## config.mk

```make
export PLATFORM = sky130hd
export DESIGN_NAME = vcache_array
export DESIGN_NICKNAME = d
export VERILOG_FILES = /design/src/hdl/vcache_pkg.sv /design/src/hdl/vcache_array.sv /design/src/hdl/vcache_dma_arbiter.sv /design/src/hdl/vcache_tile.sv
export SDC_FILE = /design/constraint.sdc
export NUM_CORES = 1
export LEC_CHECK = 0
export BUFFER_PORTS_ARGS = -buffer_cell sky130_fd_sc_hd__buf_2
export CORE_UTILIZATION = 50
export CTS_CLUSTER_DIAMETER = 60
export DETAILED_ROUTE_END_ITERATION = 6
export GPL_TIMING_DRIVEN = 1
export MAX_ROUTING_LAYER = met4
export PLACE_DENSITY_LB_ADDON = 0.05
export SYNTH_ARGS = -nofsm -noshare
export SYNTH_HDL_FRONTEND = slang
export SYNTH_SLANG_ARGS = --single-unit
```

## constraint.sdc

```tcl
create_clock -name clk_i -period 4.6 [get_ports clk_i]
set_input_delay 0.69 -clock clk_i [delete_from_list [all_inputs] [get_ports clk_i]]
set_output_delay 0.69 -clock clk_i [all_outputs]
set_load 0.1 [all_outputs]
```

## src/hdl/vcache_pkg.sv

```systemverilog
package vcache_pkg;

  // word address and data widths
  localparam int ADDR_W = 8;
  localparam int DATA_W = 16;

  // direct mapped, one word per line
  localparam int SETS    = 8;
  localparam int INDEX_W = 3;
  localparam int TAG_W   = ADDR_W - INDEX_W;

  // tile x coordinate
  localparam int X_W = 4;

  typedef enum logic {
    OP_LOAD  = 1'b0,
    OP_STORE = 1'b1
  } vcache_op_e;

  // tile controller
  typedef enum logic [2:0] {
    ST_IDLE     = 3'd0,
    ST_LOOKUP   = 3'd1,
    ST_DMA_REQ  = 3'd2,
    ST_DMA_WAIT = 3'd3,
    ST_DMA_DONE = 3'd4,
    ST_ACK      = 3'd5
  } tile_state_e;

endpackage
```

## src/hdl/vcache_array.sv

```systemverilog
module vcache_array
  import vcache_pkg::*;
(
  input  logic              clk_i
  , input  logic              arst_n_i

  , input  logic [X_W-1:0]    global_x_i
  , output logic [X_W-1:0]    global_x_o

  // core port 0
  , input  logic              c0_req_i
  , input  vcache_op_e        c0_op_i
  , input  logic [ADDR_W-1:0] c0_addr_i
  , input  logic [DATA_W-1:0] c0_wdata_i
  , output logic              c0_ack_o
  , output logic [DATA_W-1:0] c0_rdata_o

  // core port 1
  , input  logic              c1_req_i
  , input  vcache_op_e        c1_op_i
  , input  logic [ADDR_W-1:0] c1_addr_i
  , input  logic [DATA_W-1:0] c1_wdata_i
  , output logic              c1_ack_o
  , output logic [DATA_W-1:0] c1_rdata_o

  // memory link
  , output logic              mem_req_o
  , output vcache_op_e        mem_op_o
  , output logic [ADDR_W-1:0] mem_addr_o
  , output logic [DATA_W-1:0] mem_wdata_o
  , output logic [X_W-1:0]    mem_src_o
  , input  logic              mem_ack_i
  , input  logic [DATA_W-1:0] mem_rdata_i
);

  // coordinate chain between the tiles
  logic [X_W-1:0] x_01;

  logic              t0_req, t1_req;
  vcache_op_e        t0_op, t1_op;
  logic [ADDR_W-1:0] t0_addr, t1_addr;
  logic [DATA_W-1:0] t0_wdata, t1_wdata;
  logic [X_W-1:0]    t0_src, t1_src;
  logic              t0_ack, t1_ack;
  logic [DATA_W-1:0] t0_rdata, t1_rdata;

  vcache_tile i_tile_0 (
    .clk_i(clk_i)
    ,.arst_n_i(arst_n_i)
    ,.global_x_i(global_x_i)
    ,.global_x_o(x_01)
    ,.req_i(c0_req_i)
    ,.op_i(c0_op_i)
    ,.addr_i(c0_addr_i)
    ,.wdata_i(c0_wdata_i)
    ,.ack_o(c0_ack_o)
    ,.rdata_o(c0_rdata_o)
    ,.dma_req_o(t0_req)
    ,.dma_op_o(t0_op)
    ,.dma_addr_o(t0_addr)
    ,.dma_wdata_o(t0_wdata)
    ,.dma_src_o(t0_src)
    ,.dma_ack_i(t0_ack)
    ,.dma_rdata_i(t0_rdata)
  );

  vcache_tile i_tile_1 (
    .clk_i(clk_i)
    ,.arst_n_i(arst_n_i)
    ,.global_x_i(x_01)
    ,.global_x_o(global_x_o)
    ,.req_i(c1_req_i)
    ,.op_i(c1_op_i)
    ,.addr_i(c1_addr_i)
    ,.wdata_i(c1_wdata_i)
    ,.ack_o(c1_ack_o)
    ,.rdata_o(c1_rdata_o)
    ,.dma_req_o(t1_req)
    ,.dma_op_o(t1_op)
    ,.dma_addr_o(t1_addr)
    ,.dma_wdata_o(t1_wdata)
    ,.dma_src_o(t1_src)
    ,.dma_ack_i(t1_ack)
    ,.dma_rdata_i(t1_rdata)
  );

  vcache_dma_arbiter i_arbiter (
    .clk_i(clk_i)
    ,.arst_n_i(arst_n_i)
    ,.t0_req_i(t0_req)
    ,.t0_op_i(t0_op)
    ,.t0_addr_i(t0_addr)
    ,.t0_wdata_i(t0_wdata)
    ,.t0_src_i(t0_src)
    ,.t0_ack_o(t0_ack)
    ,.t0_rdata_o(t0_rdata)
    ,.t1_req_i(t1_req)
    ,.t1_op_i(t1_op)
    ,.t1_addr_i(t1_addr)
    ,.t1_wdata_i(t1_wdata)
    ,.t1_src_i(t1_src)
    ,.t1_ack_o(t1_ack)
    ,.t1_rdata_o(t1_rdata)
    ,.mem_req_o(mem_req_o)
    ,.mem_op_o(mem_op_o)
    ,.mem_addr_o(mem_addr_o)
    ,.mem_wdata_o(mem_wdata_o)
    ,.mem_src_o(mem_src_o)
    ,.mem_ack_i(mem_ack_i)
    ,.mem_rdata_i(mem_rdata_i)
  );

endmodule

```

## src/hdl/vcache_dma_arbiter.sv

```systemverilog
module vcache_dma_arbiter
  import vcache_pkg::*;
(
  input  logic              clk_i
  , input  logic              arst_n_i

  // tile 0
  , input  logic              t0_req_i
  , input  vcache_op_e        t0_op_i
  , input  logic [ADDR_W-1:0] t0_addr_i
  , input  logic [DATA_W-1:0] t0_wdata_i
  , input  logic [X_W-1:0]    t0_src_i
  , output logic              t0_ack_o
  , output logic [DATA_W-1:0] t0_rdata_o

  // tile 1
  , input  logic              t1_req_i
  , input  vcache_op_e        t1_op_i
  , input  logic [ADDR_W-1:0] t1_addr_i
  , input  logic [DATA_W-1:0] t1_wdata_i
  , input  logic [X_W-1:0]    t1_src_i
  , output logic              t1_ack_o
  , output logic [DATA_W-1:0] t1_rdata_o

  // memory link
  , output logic              mem_req_o
  , output vcache_op_e        mem_op_o
  , output logic [ADDR_W-1:0] mem_addr_o
  , output logic [DATA_W-1:0] mem_wdata_o
  , output logic [X_W-1:0]    mem_src_o
  , input  logic              mem_ack_i
  , input  logic [DATA_W-1:0] mem_rdata_i
);

  logic busy_q, owner_q, prio_q, ack_seen_q;
  logic t0_ack_q, t1_ack_q;
  logic gnt0, gnt1;
  logic own_req;

  // prio_q names the tile that wins a tie
  assign gnt0 = !busy_q && t0_req_i && (!t1_req_i || !prio_q);
  assign gnt1 = !busy_q && t1_req_i && !gnt0;

  assign own_req = owner_q ? t1_req_i : t0_req_i;

  always_ff @(posedge clk_i or negedge arst_n_i) begin
    if (!arst_n_i) begin
      busy_q     <= 1'b0;
      owner_q    <= 1'b0;
      prio_q     <= 1'b0;
      ack_seen_q <= 1'b0;
      mem_req_o  <= 1'b0;
      t0_ack_q   <= 1'b0;
      t1_ack_q   <= 1'b0;
    end else begin
      mem_req_o <= busy_q && own_req;
      t0_ack_q  <= busy_q && !owner_q && mem_ack_i;
      t1_ack_q  <= busy_q && owner_q && mem_ack_i;
      if (gnt0 || gnt1) begin
        busy_q  <= 1'b1;
        owner_q <= gnt1;
        prio_q  <= !gnt1;
      end else if (busy_q) begin
        if (mem_ack_i) begin
          ack_seen_q <= 1'b1;
        end else if (ack_seen_q) begin
          // memory side has released
          busy_q     <= 1'b0;
          ack_seen_q <= 1'b0;
        end
      end
    end
  end

  always_ff @(posedge clk_i) begin
    if (busy_q) begin
      mem_op_o    <= owner_q ? t1_op_i : t0_op_i;
      mem_addr_o  <= owner_q ? t1_addr_i : t0_addr_i;
      mem_wdata_o <= owner_q ? t1_wdata_i : t0_wdata_i;
      mem_src_o   <= owner_q ? t1_src_i : t0_src_i;
      if (mem_ack_i && !owner_q) begin
        t0_rdata_o <= mem_rdata_i;
      end
      if (mem_ack_i && owner_q) begin
        t1_rdata_o <= mem_rdata_i;
      end
    end
  end

  assign t0_ack_o = t0_ack_q;
  assign t1_ack_o = t1_ack_q;

endmodule

```

## src/hdl/vcache_tile.sv

```systemverilog
module vcache_tile
  import vcache_pkg::*;
(
  input  logic              clk_i
  , input  logic              arst_n_i

  , input  logic [X_W-1:0]    global_x_i
  , output logic [X_W-1:0]    global_x_o

  // core side
  , input  logic              req_i
  , input  vcache_op_e        op_i
  , input  logic [ADDR_W-1:0] addr_i
  , input  logic [DATA_W-1:0] wdata_i
  , output logic              ack_o
  , output logic [DATA_W-1:0] rdata_o

  // dma side
  , output logic              dma_req_o
  , output vcache_op_e        dma_op_o
  , output logic [ADDR_W-1:0] dma_addr_o
  , output logic [DATA_W-1:0] dma_wdata_o
  , output logic [X_W-1:0]    dma_src_o
  , input  logic              dma_ack_i
  , input  logic [DATA_W-1:0] dma_rdata_i
);

  tile_state_e state_q, state_d;

  logic [X_W-1:0] x_q;

  logic [SETS-1:0]   valid_q;
  logic [TAG_W-1:0]  tag_q  [SETS];
  logic [DATA_W-1:0] data_q [SETS];

  vcache_op_e        op_q;
  logic [ADDR_W-1:0] addr_q;
  logic [DATA_W-1:0] wdata_q;
  logic [DATA_W-1:0] rdata_q;

  logic [INDEX_W-1:0] idx;
  logic [TAG_W-1:0]   tag;
  logic               hit;

  assign idx = addr_q[INDEX_W-1:0];
  assign tag = addr_q[ADDR_W-1:INDEX_W];
  assign hit = valid_q[idx] && (tag_q[idx] == tag);

  always_comb begin
    state_d = state_q;
    unique case (state_q)
      ST_IDLE: begin
        if (req_i) begin
          state_d = ST_LOOKUP;
        end
      end
      ST_LOOKUP: begin
        // only a load hit skips the memory link
        if (op_q == OP_LOAD && hit) begin
          state_d = ST_ACK;
        end else begin
          state_d = ST_DMA_REQ;
        end
      end
      ST_DMA_REQ: begin
        if (dma_ack_i) begin
          state_d = ST_DMA_WAIT;
        end
      end
      ST_DMA_WAIT: begin
        if (!dma_ack_i) begin
          state_d = ST_DMA_DONE;
        end
      end
      ST_DMA_DONE: begin
        state_d = ST_ACK;
      end
      ST_ACK: begin
        if (!req_i) begin
          state_d = ST_IDLE;
        end
      end
      default: begin
        state_d = ST_IDLE;
      end
    endcase
  end

  always_ff @(posedge clk_i or negedge arst_n_i) begin
    if (!arst_n_i) begin
      state_q <= ST_IDLE;
      x_q     <= '0;
      valid_q <= '0;
    end else begin
      state_q <= state_d;
      x_q     <= global_x_i;
      if (state_q == ST_DMA_DONE) begin
        valid_q[idx] <= 1'b1;
      end
    end
  end

  always_ff @(posedge clk_i) begin
    if (state_q == ST_IDLE && req_i) begin
      op_q    <= op_i;
      addr_q  <= addr_i;
      wdata_q <= wdata_i;
    end
    if (state_q == ST_LOOKUP) begin
      rdata_q <= data_q[idx];
    end
    // stores write through, so the line takes the store data
    if (state_q == ST_DMA_REQ && dma_ack_i) begin
      rdata_q <= (op_q == OP_STORE) ? wdata_q : dma_rdata_i;
    end
    if (state_q == ST_DMA_DONE) begin
      tag_q[idx]  <= tag;
      data_q[idx] <= rdata_q;
    end
  end

  assign ack_o   = (state_q == ST_ACK);
  assign rdata_o = rdata_q;

  assign dma_req_o   = (state_q == ST_DMA_REQ);
  assign dma_op_o    = op_q;
  assign dma_addr_o  = addr_q;
  assign dma_wdata_o = wdata_q;
  assign dma_src_o   = x_q;

  // neighbor sits one column east
  assign global_x_o = x_q + 1'b1;

endmodule

```

# --- Yosys cells after proc, flatten, opt, wreduce, memory -nomap -nowiden ---
# Memories as Yosys holds them, arrays and structs flattened. A register that Yosys moved wholly into a read port is not among the register bits.
# Cells that the tools add are included.
# Widths: inputs -> output; s select.
op_classes:
  muxes: 44
  n_eq_ne: 20
  n_lt_le_gt_ge: 4
  n_reduce_logical: 38
  add_sub_neg: 2
  n_bitwise: 5
ops:
  columns: ["operator", "count"]
  rows:
  - ["$mux 16", 7]
  - ["$mux 3", 14]
  - ["$pmux 3 s6", 2]
  - ["$logic_and 1x1->1", 21]
  - ["$ne 2x2->1 const B", 8]
  - ["$or 8x8->8", 2]
  - ["$mux 1", 15]
  - ["$eq 3x2->1 const B", 4]
  - ["$eq 3x3->1 const B", 4]
  - ["$eq 5x5->1", 2]
  - ["$add 4x1->4 const B", 2]
  - ["$lt 3x4->1 const B", 2]
  - ["$mux 8", 1]
  - ["$reduce_and 4->1", 2]
  - ["$bmux 1 s3", 2]
  - ["$demux 1 s3", 2]
  - ["$eq 3x1->1 const B", 2]
  - ["$ge 3x1->1 const B", 2]
  - ["$logic_not 1->1", 6]
  - ["$logic_not 3->1", 2]
  - ["$reduce_and 2->1", 3]
  - ["$mux 4", 1]
  - ["$reduce_bool 2->1", 2]
  - ["$not 1->1", 3]
  - ["$logic_or 1x1->1", 2]
word_totals:
  memories: 4
  mem_bits_rw: 336
  regBits: 180
  out_inout_bits: 68
  inputBits: 75
  wordCells: 144
mem_list:
  columns: ["name", "words", "word_bits", "read_ports", "rd_clocked_by_memory_dff", "wr", "line_no", "text"]
  rows:
  - ["i_tile_0.data_q", 8, 16, 1, 1, 1, "vcache_tile.sv:34", "logic [DATA_W-1:0] data_q [SETS];"]
  - ["i_tile_1.data_q", 8, 16, 1, 1, 1, "vcache_tile.sv:34", null]
  - ["i_tile_0.tag_q", 8, 5, 1, 1, 1, "vcache_tile.sv:33", "logic [TAG_W-1:0] tag_q [SETS];"]
  - ["i_tile_1.tag_q", 8, 5, 1, 1, 1, "vcache_tile.sv:33", null]

# --- Longest topological paths before layout ---
logic_depth:
  ltp_word: 9
  ltp_mapped: 8

# --- Cells and area by module ---
# A second synthesis with hierarchy kept.
unflattened:
  hier_cells: 984
  area_unflattened_um2: 20064.2
by_module_without_submodules:
  columns: ["module", "instances", "cells_per_inst", "seq_area_each_um2", "area_per_inst_um2"]
  rows:
  - ["vcache_tile (i_tile_1)", 1, 433, 6711.4, 8759.7]
  - ["vcache_tile (i_tile_0)", 1, 431, 6711.4, 8705.8]
  - ["vcache_dma_arbiter", 1, 120, 2006.9, 2598.7]

# --- Least setup slack after synthesis ---
# Ideal clock, no wire load.
synth_timing:
  kind: "in2reg"
  from: "input c1_req_i"
  to: "register (tool-made name)"
  stages: 2
  arrival_time_ns: 4.097
  path_slack_ns: 0.383
  required_ns: 4.479
  path_cell_list: "nor4b_1 -> mux2_2"
synth_lines:
  columns: ["element", "line_no", "text"]
  rows:
  - ["from (decl)", "vcache_array.sv:19", ", input logic c1_req_i"]

==> summary.txt <==
Synth
  • Post-Syn Area: 19,980 sq um
  • EDFF count, synth: 479
  • Syn Nets: 1,077
  • Post-Synthesis Cells: 1,000
  • Async S/R FF share, synth: 0.07088
  • Sequential element share of the synthesized area: 0.7723
  • Syn. warnings: 0
  • #FFs+latches synth: 522
  • Ys flop type: edfxtp_1
  • Post-synthesis area per instance: 19.98 sq um
  • Unique masters post-synth: 44

GRT
  • First-pass GRT wire length: 63,800 microns
  • GR Util All Layers: 0.2233
  • Initial antenna violation count: 5
  • Vias in the first global route: 9,871
  • GRT Residual Overflow: 0
  • Largest net degree at the start of global routing: 51

Drt
  • DRC viols: 0
  • Via Count: 9,739
  • Wire length per cell: 24.87 microns
  • Routed Antenna Nets: 0
  • Drt via density: 5.633
  • Final wirelength: 43,000 microns
  • Starting DRC count in detailed routing: 732
  • First-pass DRT Iterations: 5

Floorplan
  • Core area: 39,010 sq um
  • Initial core utilization: 0.5122
  • Die area: 40,760 sq um
  • Number of top-level pins: 143
  • Site row count: 72
  • Die H: 201.9 microns
  • Die Width: 201.9 microns

Clocking
  • Cts hold-fix bufs: 0
  • TritonCTS Buffers: 54
  • H-tree Lvls: 2
  • Clk_lat worst skew: 0.60 ns
  • Root Buffer: clkbuf_16
  • Post-CTS resize count: 0
  • CTS tree: built
  • CTS Buffer Depth: 3
  • # clock sinks: 522
  • Setup bufs post-CTS: 0
  • Clock slew at reported path FFs: 0.06 ns

Timing
  • Normalized max-slew margin: 0.2453
  • Highest clock rate: 366.2 MHz
  • Final setup vio count: 0
  • RSZ-0062 raised after global routing: no
  • Max Slew Vio Count: 0
  • Max Clock Skew: 0.01628 ns
  • Fin Setup TNS: 0 ns
  • Final min period: 2.731 ns
  • Fin. Hold Viols: 0
  • Measured slew at the worst slew-check pin: 1.126 ns
  • Final worst path period share: 0.5937

Run status
  • Outcome: finished, final reports clean

Run
  • Max Cap Viol: 0

Setup path
  • R2R Setup Slk: 1.87 ns
  • Endpoint type of the worst setup path: flip-flop
  • Critical Path RT: 4.92 ns
  • Kind of critical path: flip-flop to flip-flop
  • Startpoint types: flip-flop
  • Critical Path Fanout Max: 30
  • Critical path arrival: 3.05 ns

Cells and area
  • Layout Cells excl Fill: 1,729
  • Nets: 1,238
  • Area Growth Syn to Fin: 16.19%
  • Share of cells above drive strength 1: 0.3333

Worst hold path
  • Hold/Removal Path Class: primary input to flip-flop
  • Hold_sp: global_x_i[1]

Placed design
  • Port Buf Inserts: 142
  • Final GP Congestion: 0.7798
  • Placed Cells: 1,623
  • DP HPWL: 25,140 microns

Power and ir drop
  • Pwr Total: 15,830 uW
  • Power per cell area: 681.8 nW/um^2
  • Leakage dissipation: 0.007998 uW
  • Worst vdd ir: 0.6773 mV
[registers in the layout, indices dropped and copies added, names as in the netlist, 3 cells and up, named ones only]
| name | count |
|---|---|
| i_tile_0.data_q | 128 |
| i_tile_1.data_q | 128 |
| i_tile_0.tag_q | 40 |
| i_tile_1.tag_q | 40 |
| i_arbiter.mem_wdata_o | 16 |
| i_arbiter.t0_rdata_o | 16 |
| i_arbiter.t1_rdata_o | 16 |
| i_tile_0.dma_wdata_o | 16 |
| i_tile_0.rdata_o | 16 |
| i_tile_1.dma_wdata_o | 16 |
| i_tile_1.rdata_o | 16 |
| i_arbiter.mem_addr_o | 8 |
| i_tile_0.dma_addr_o | 8 |
| i_tile_0.valid_q | 8 |
| i_tile_1.dma_addr_o | 8 |
| i_tile_1.valid_q | 8 |
| i_arbiter.mem_src_o | 4 |
| i_tile_0.dma_src_o | 4 |
| i_tile_1.dma_src_o | 4 |
| i_tile_0.state_q | 3 |
| i_tile_1.state_q | 3 |
[cell usage in the layout, fill, tap and decap left out, drive strengths merged, types with 6 or more instances in the layout]
cell,instances
edfxtp,479
buf,158
mux4,78
clkbuf,74
mux2i,71
a21oi,38
dfrtp,37
nor2b,34
mux2,34
a211oi,32
nor2,29
clkinv,19
or2,16
nand2,14
inv,9
xor2,8
o21ai,8
xnor2,6
bufinv,6
nor4,6
dfxtp,6
[through the flow]
stage | instance area, sq um | utilization | hold WS [ns] | setup slack, ns
floorplan | 19980 | - | 0.3944 | 0.3826
global placement | 21350 | 0.5472 | 0.4452 | 1.847
detailed placement | 21350 | 0.5472 | 0.4482 | 1.784
CTS | 23200 | 0.5948 | 0.1612 | 1.778
global route | 23210 | 0.5951 | 0.1766 | 1.604
finish | 23210 | 0.5951 | 0.1975 | 1.869
[critical path, cell delays in order, from the launching register on]
cell	delay, ns
dfxtp_2	1.00
buf_4	0.43
mux4_2	0.53
nor2b_1	0.14
a211oi_1	0.26
a21oi_1	0.07
[cell families (layout without fill, tap and decap cells)]
family / count (synthesis) / after routing / share of synthesized area
and+or+nand+nor: 131 / 131 / 0.03582
DFF: 522 / 522 / 0.7723
muxes: 183 / 183 / 0.1427
adders and majority gates: 2 / 2 / 0.001252
buffers and inverters: 62 / 268 / 0.01440
xor gates and xnor gates: 14 / 14 / 0.006138
AOI/OAI and AO/OA: 86 / 86 / 0.02737
other: 0 / 5 / 0
[Yosys cell counts, types with 2 or more instances]
cell      number  area [sq um]
nand3b_1       3         22.52
clkbuf_1      32         120.1
nand2_1       14         52.55
a21oi_1       38         190.2
nand4_1        2         12.51
o21ai_0        7         35.03
ha_1           2         25.02
or3_1          4         25.02
xor2_1         8         70.07
mux2i_1       71         710.7
a211oi_1      32         240.2
buf_2         14         70.07
o211a_1        2         20.02
dfxtp_1        6         120.1
nand3_1        4         20.02
buf_6          3         33.78
and3_1         5         31.28
nor2_1        29         108.9
mux2_2        34         382.9
or2_2         16         100.1
buf_1          2         7.510
nor2b_1       34         212.7
mux4_2        78          1757
edfxtp_1     479         14380
dfrtp_1       37         925.9
xnor2_1        6         52.55
nand2b_1       5         31.28
nor3_1         5         25.02
inv_1          9         33.78
nor4_1         5         31.28
[layout make-up]
class	instances	area (sq um)
diodes	5	12.51
well taps	518	648.1
multi-input cells	416	4393
inverters	9	33.78
repair buffers	158	830.8
clock inverters	27	291.5
fillers	2873	15800
flip-flops and latches	522	15440
clock buffers	74	1562
[layer usage]
layer | part of all wire | track usage
met3 | 0.066 | 0.04805
met5 | 0 | -
met1 | 0.46 | 0.3199
met2 | 0.46 | 0.3239
met4 | 0.019 | 0.06629
[where the power goes]
group | switching [uW] | internal [uW] | leakage [uW]
Sequential | 854 | 6310 | 0.00487
Clock | 1790 | 2710 | 0.000912
Combinational | 3000 | 1160 | 0.00222
Total | 5640 | 10200 | 0.00800
[worst paths after layout]
path | endpoint | cells after the start
max in group asynchronous | i_arbiter.busy_q$_DFF_PN0_ | 1
worst max-delay path | i_tile_0.rdata_o[2]$_DFFE_PP_ | 5
worst max register to register | i_tile_0.rdata_o[2]$_DFFE_PP_ | 5
worst min-delay path | i_tile_0.dma_src_o[1]$_DFF_PN0_ | 1
worst min register to register | i_tile_0.valid_q[5]$_DFFE_PN0P_ | 1
min in group asynchronous | i_tile_1.valid_q[3]$_DFFE_PN0P_ | 1
Note: power is estimated with default switching activity, not from simulation.
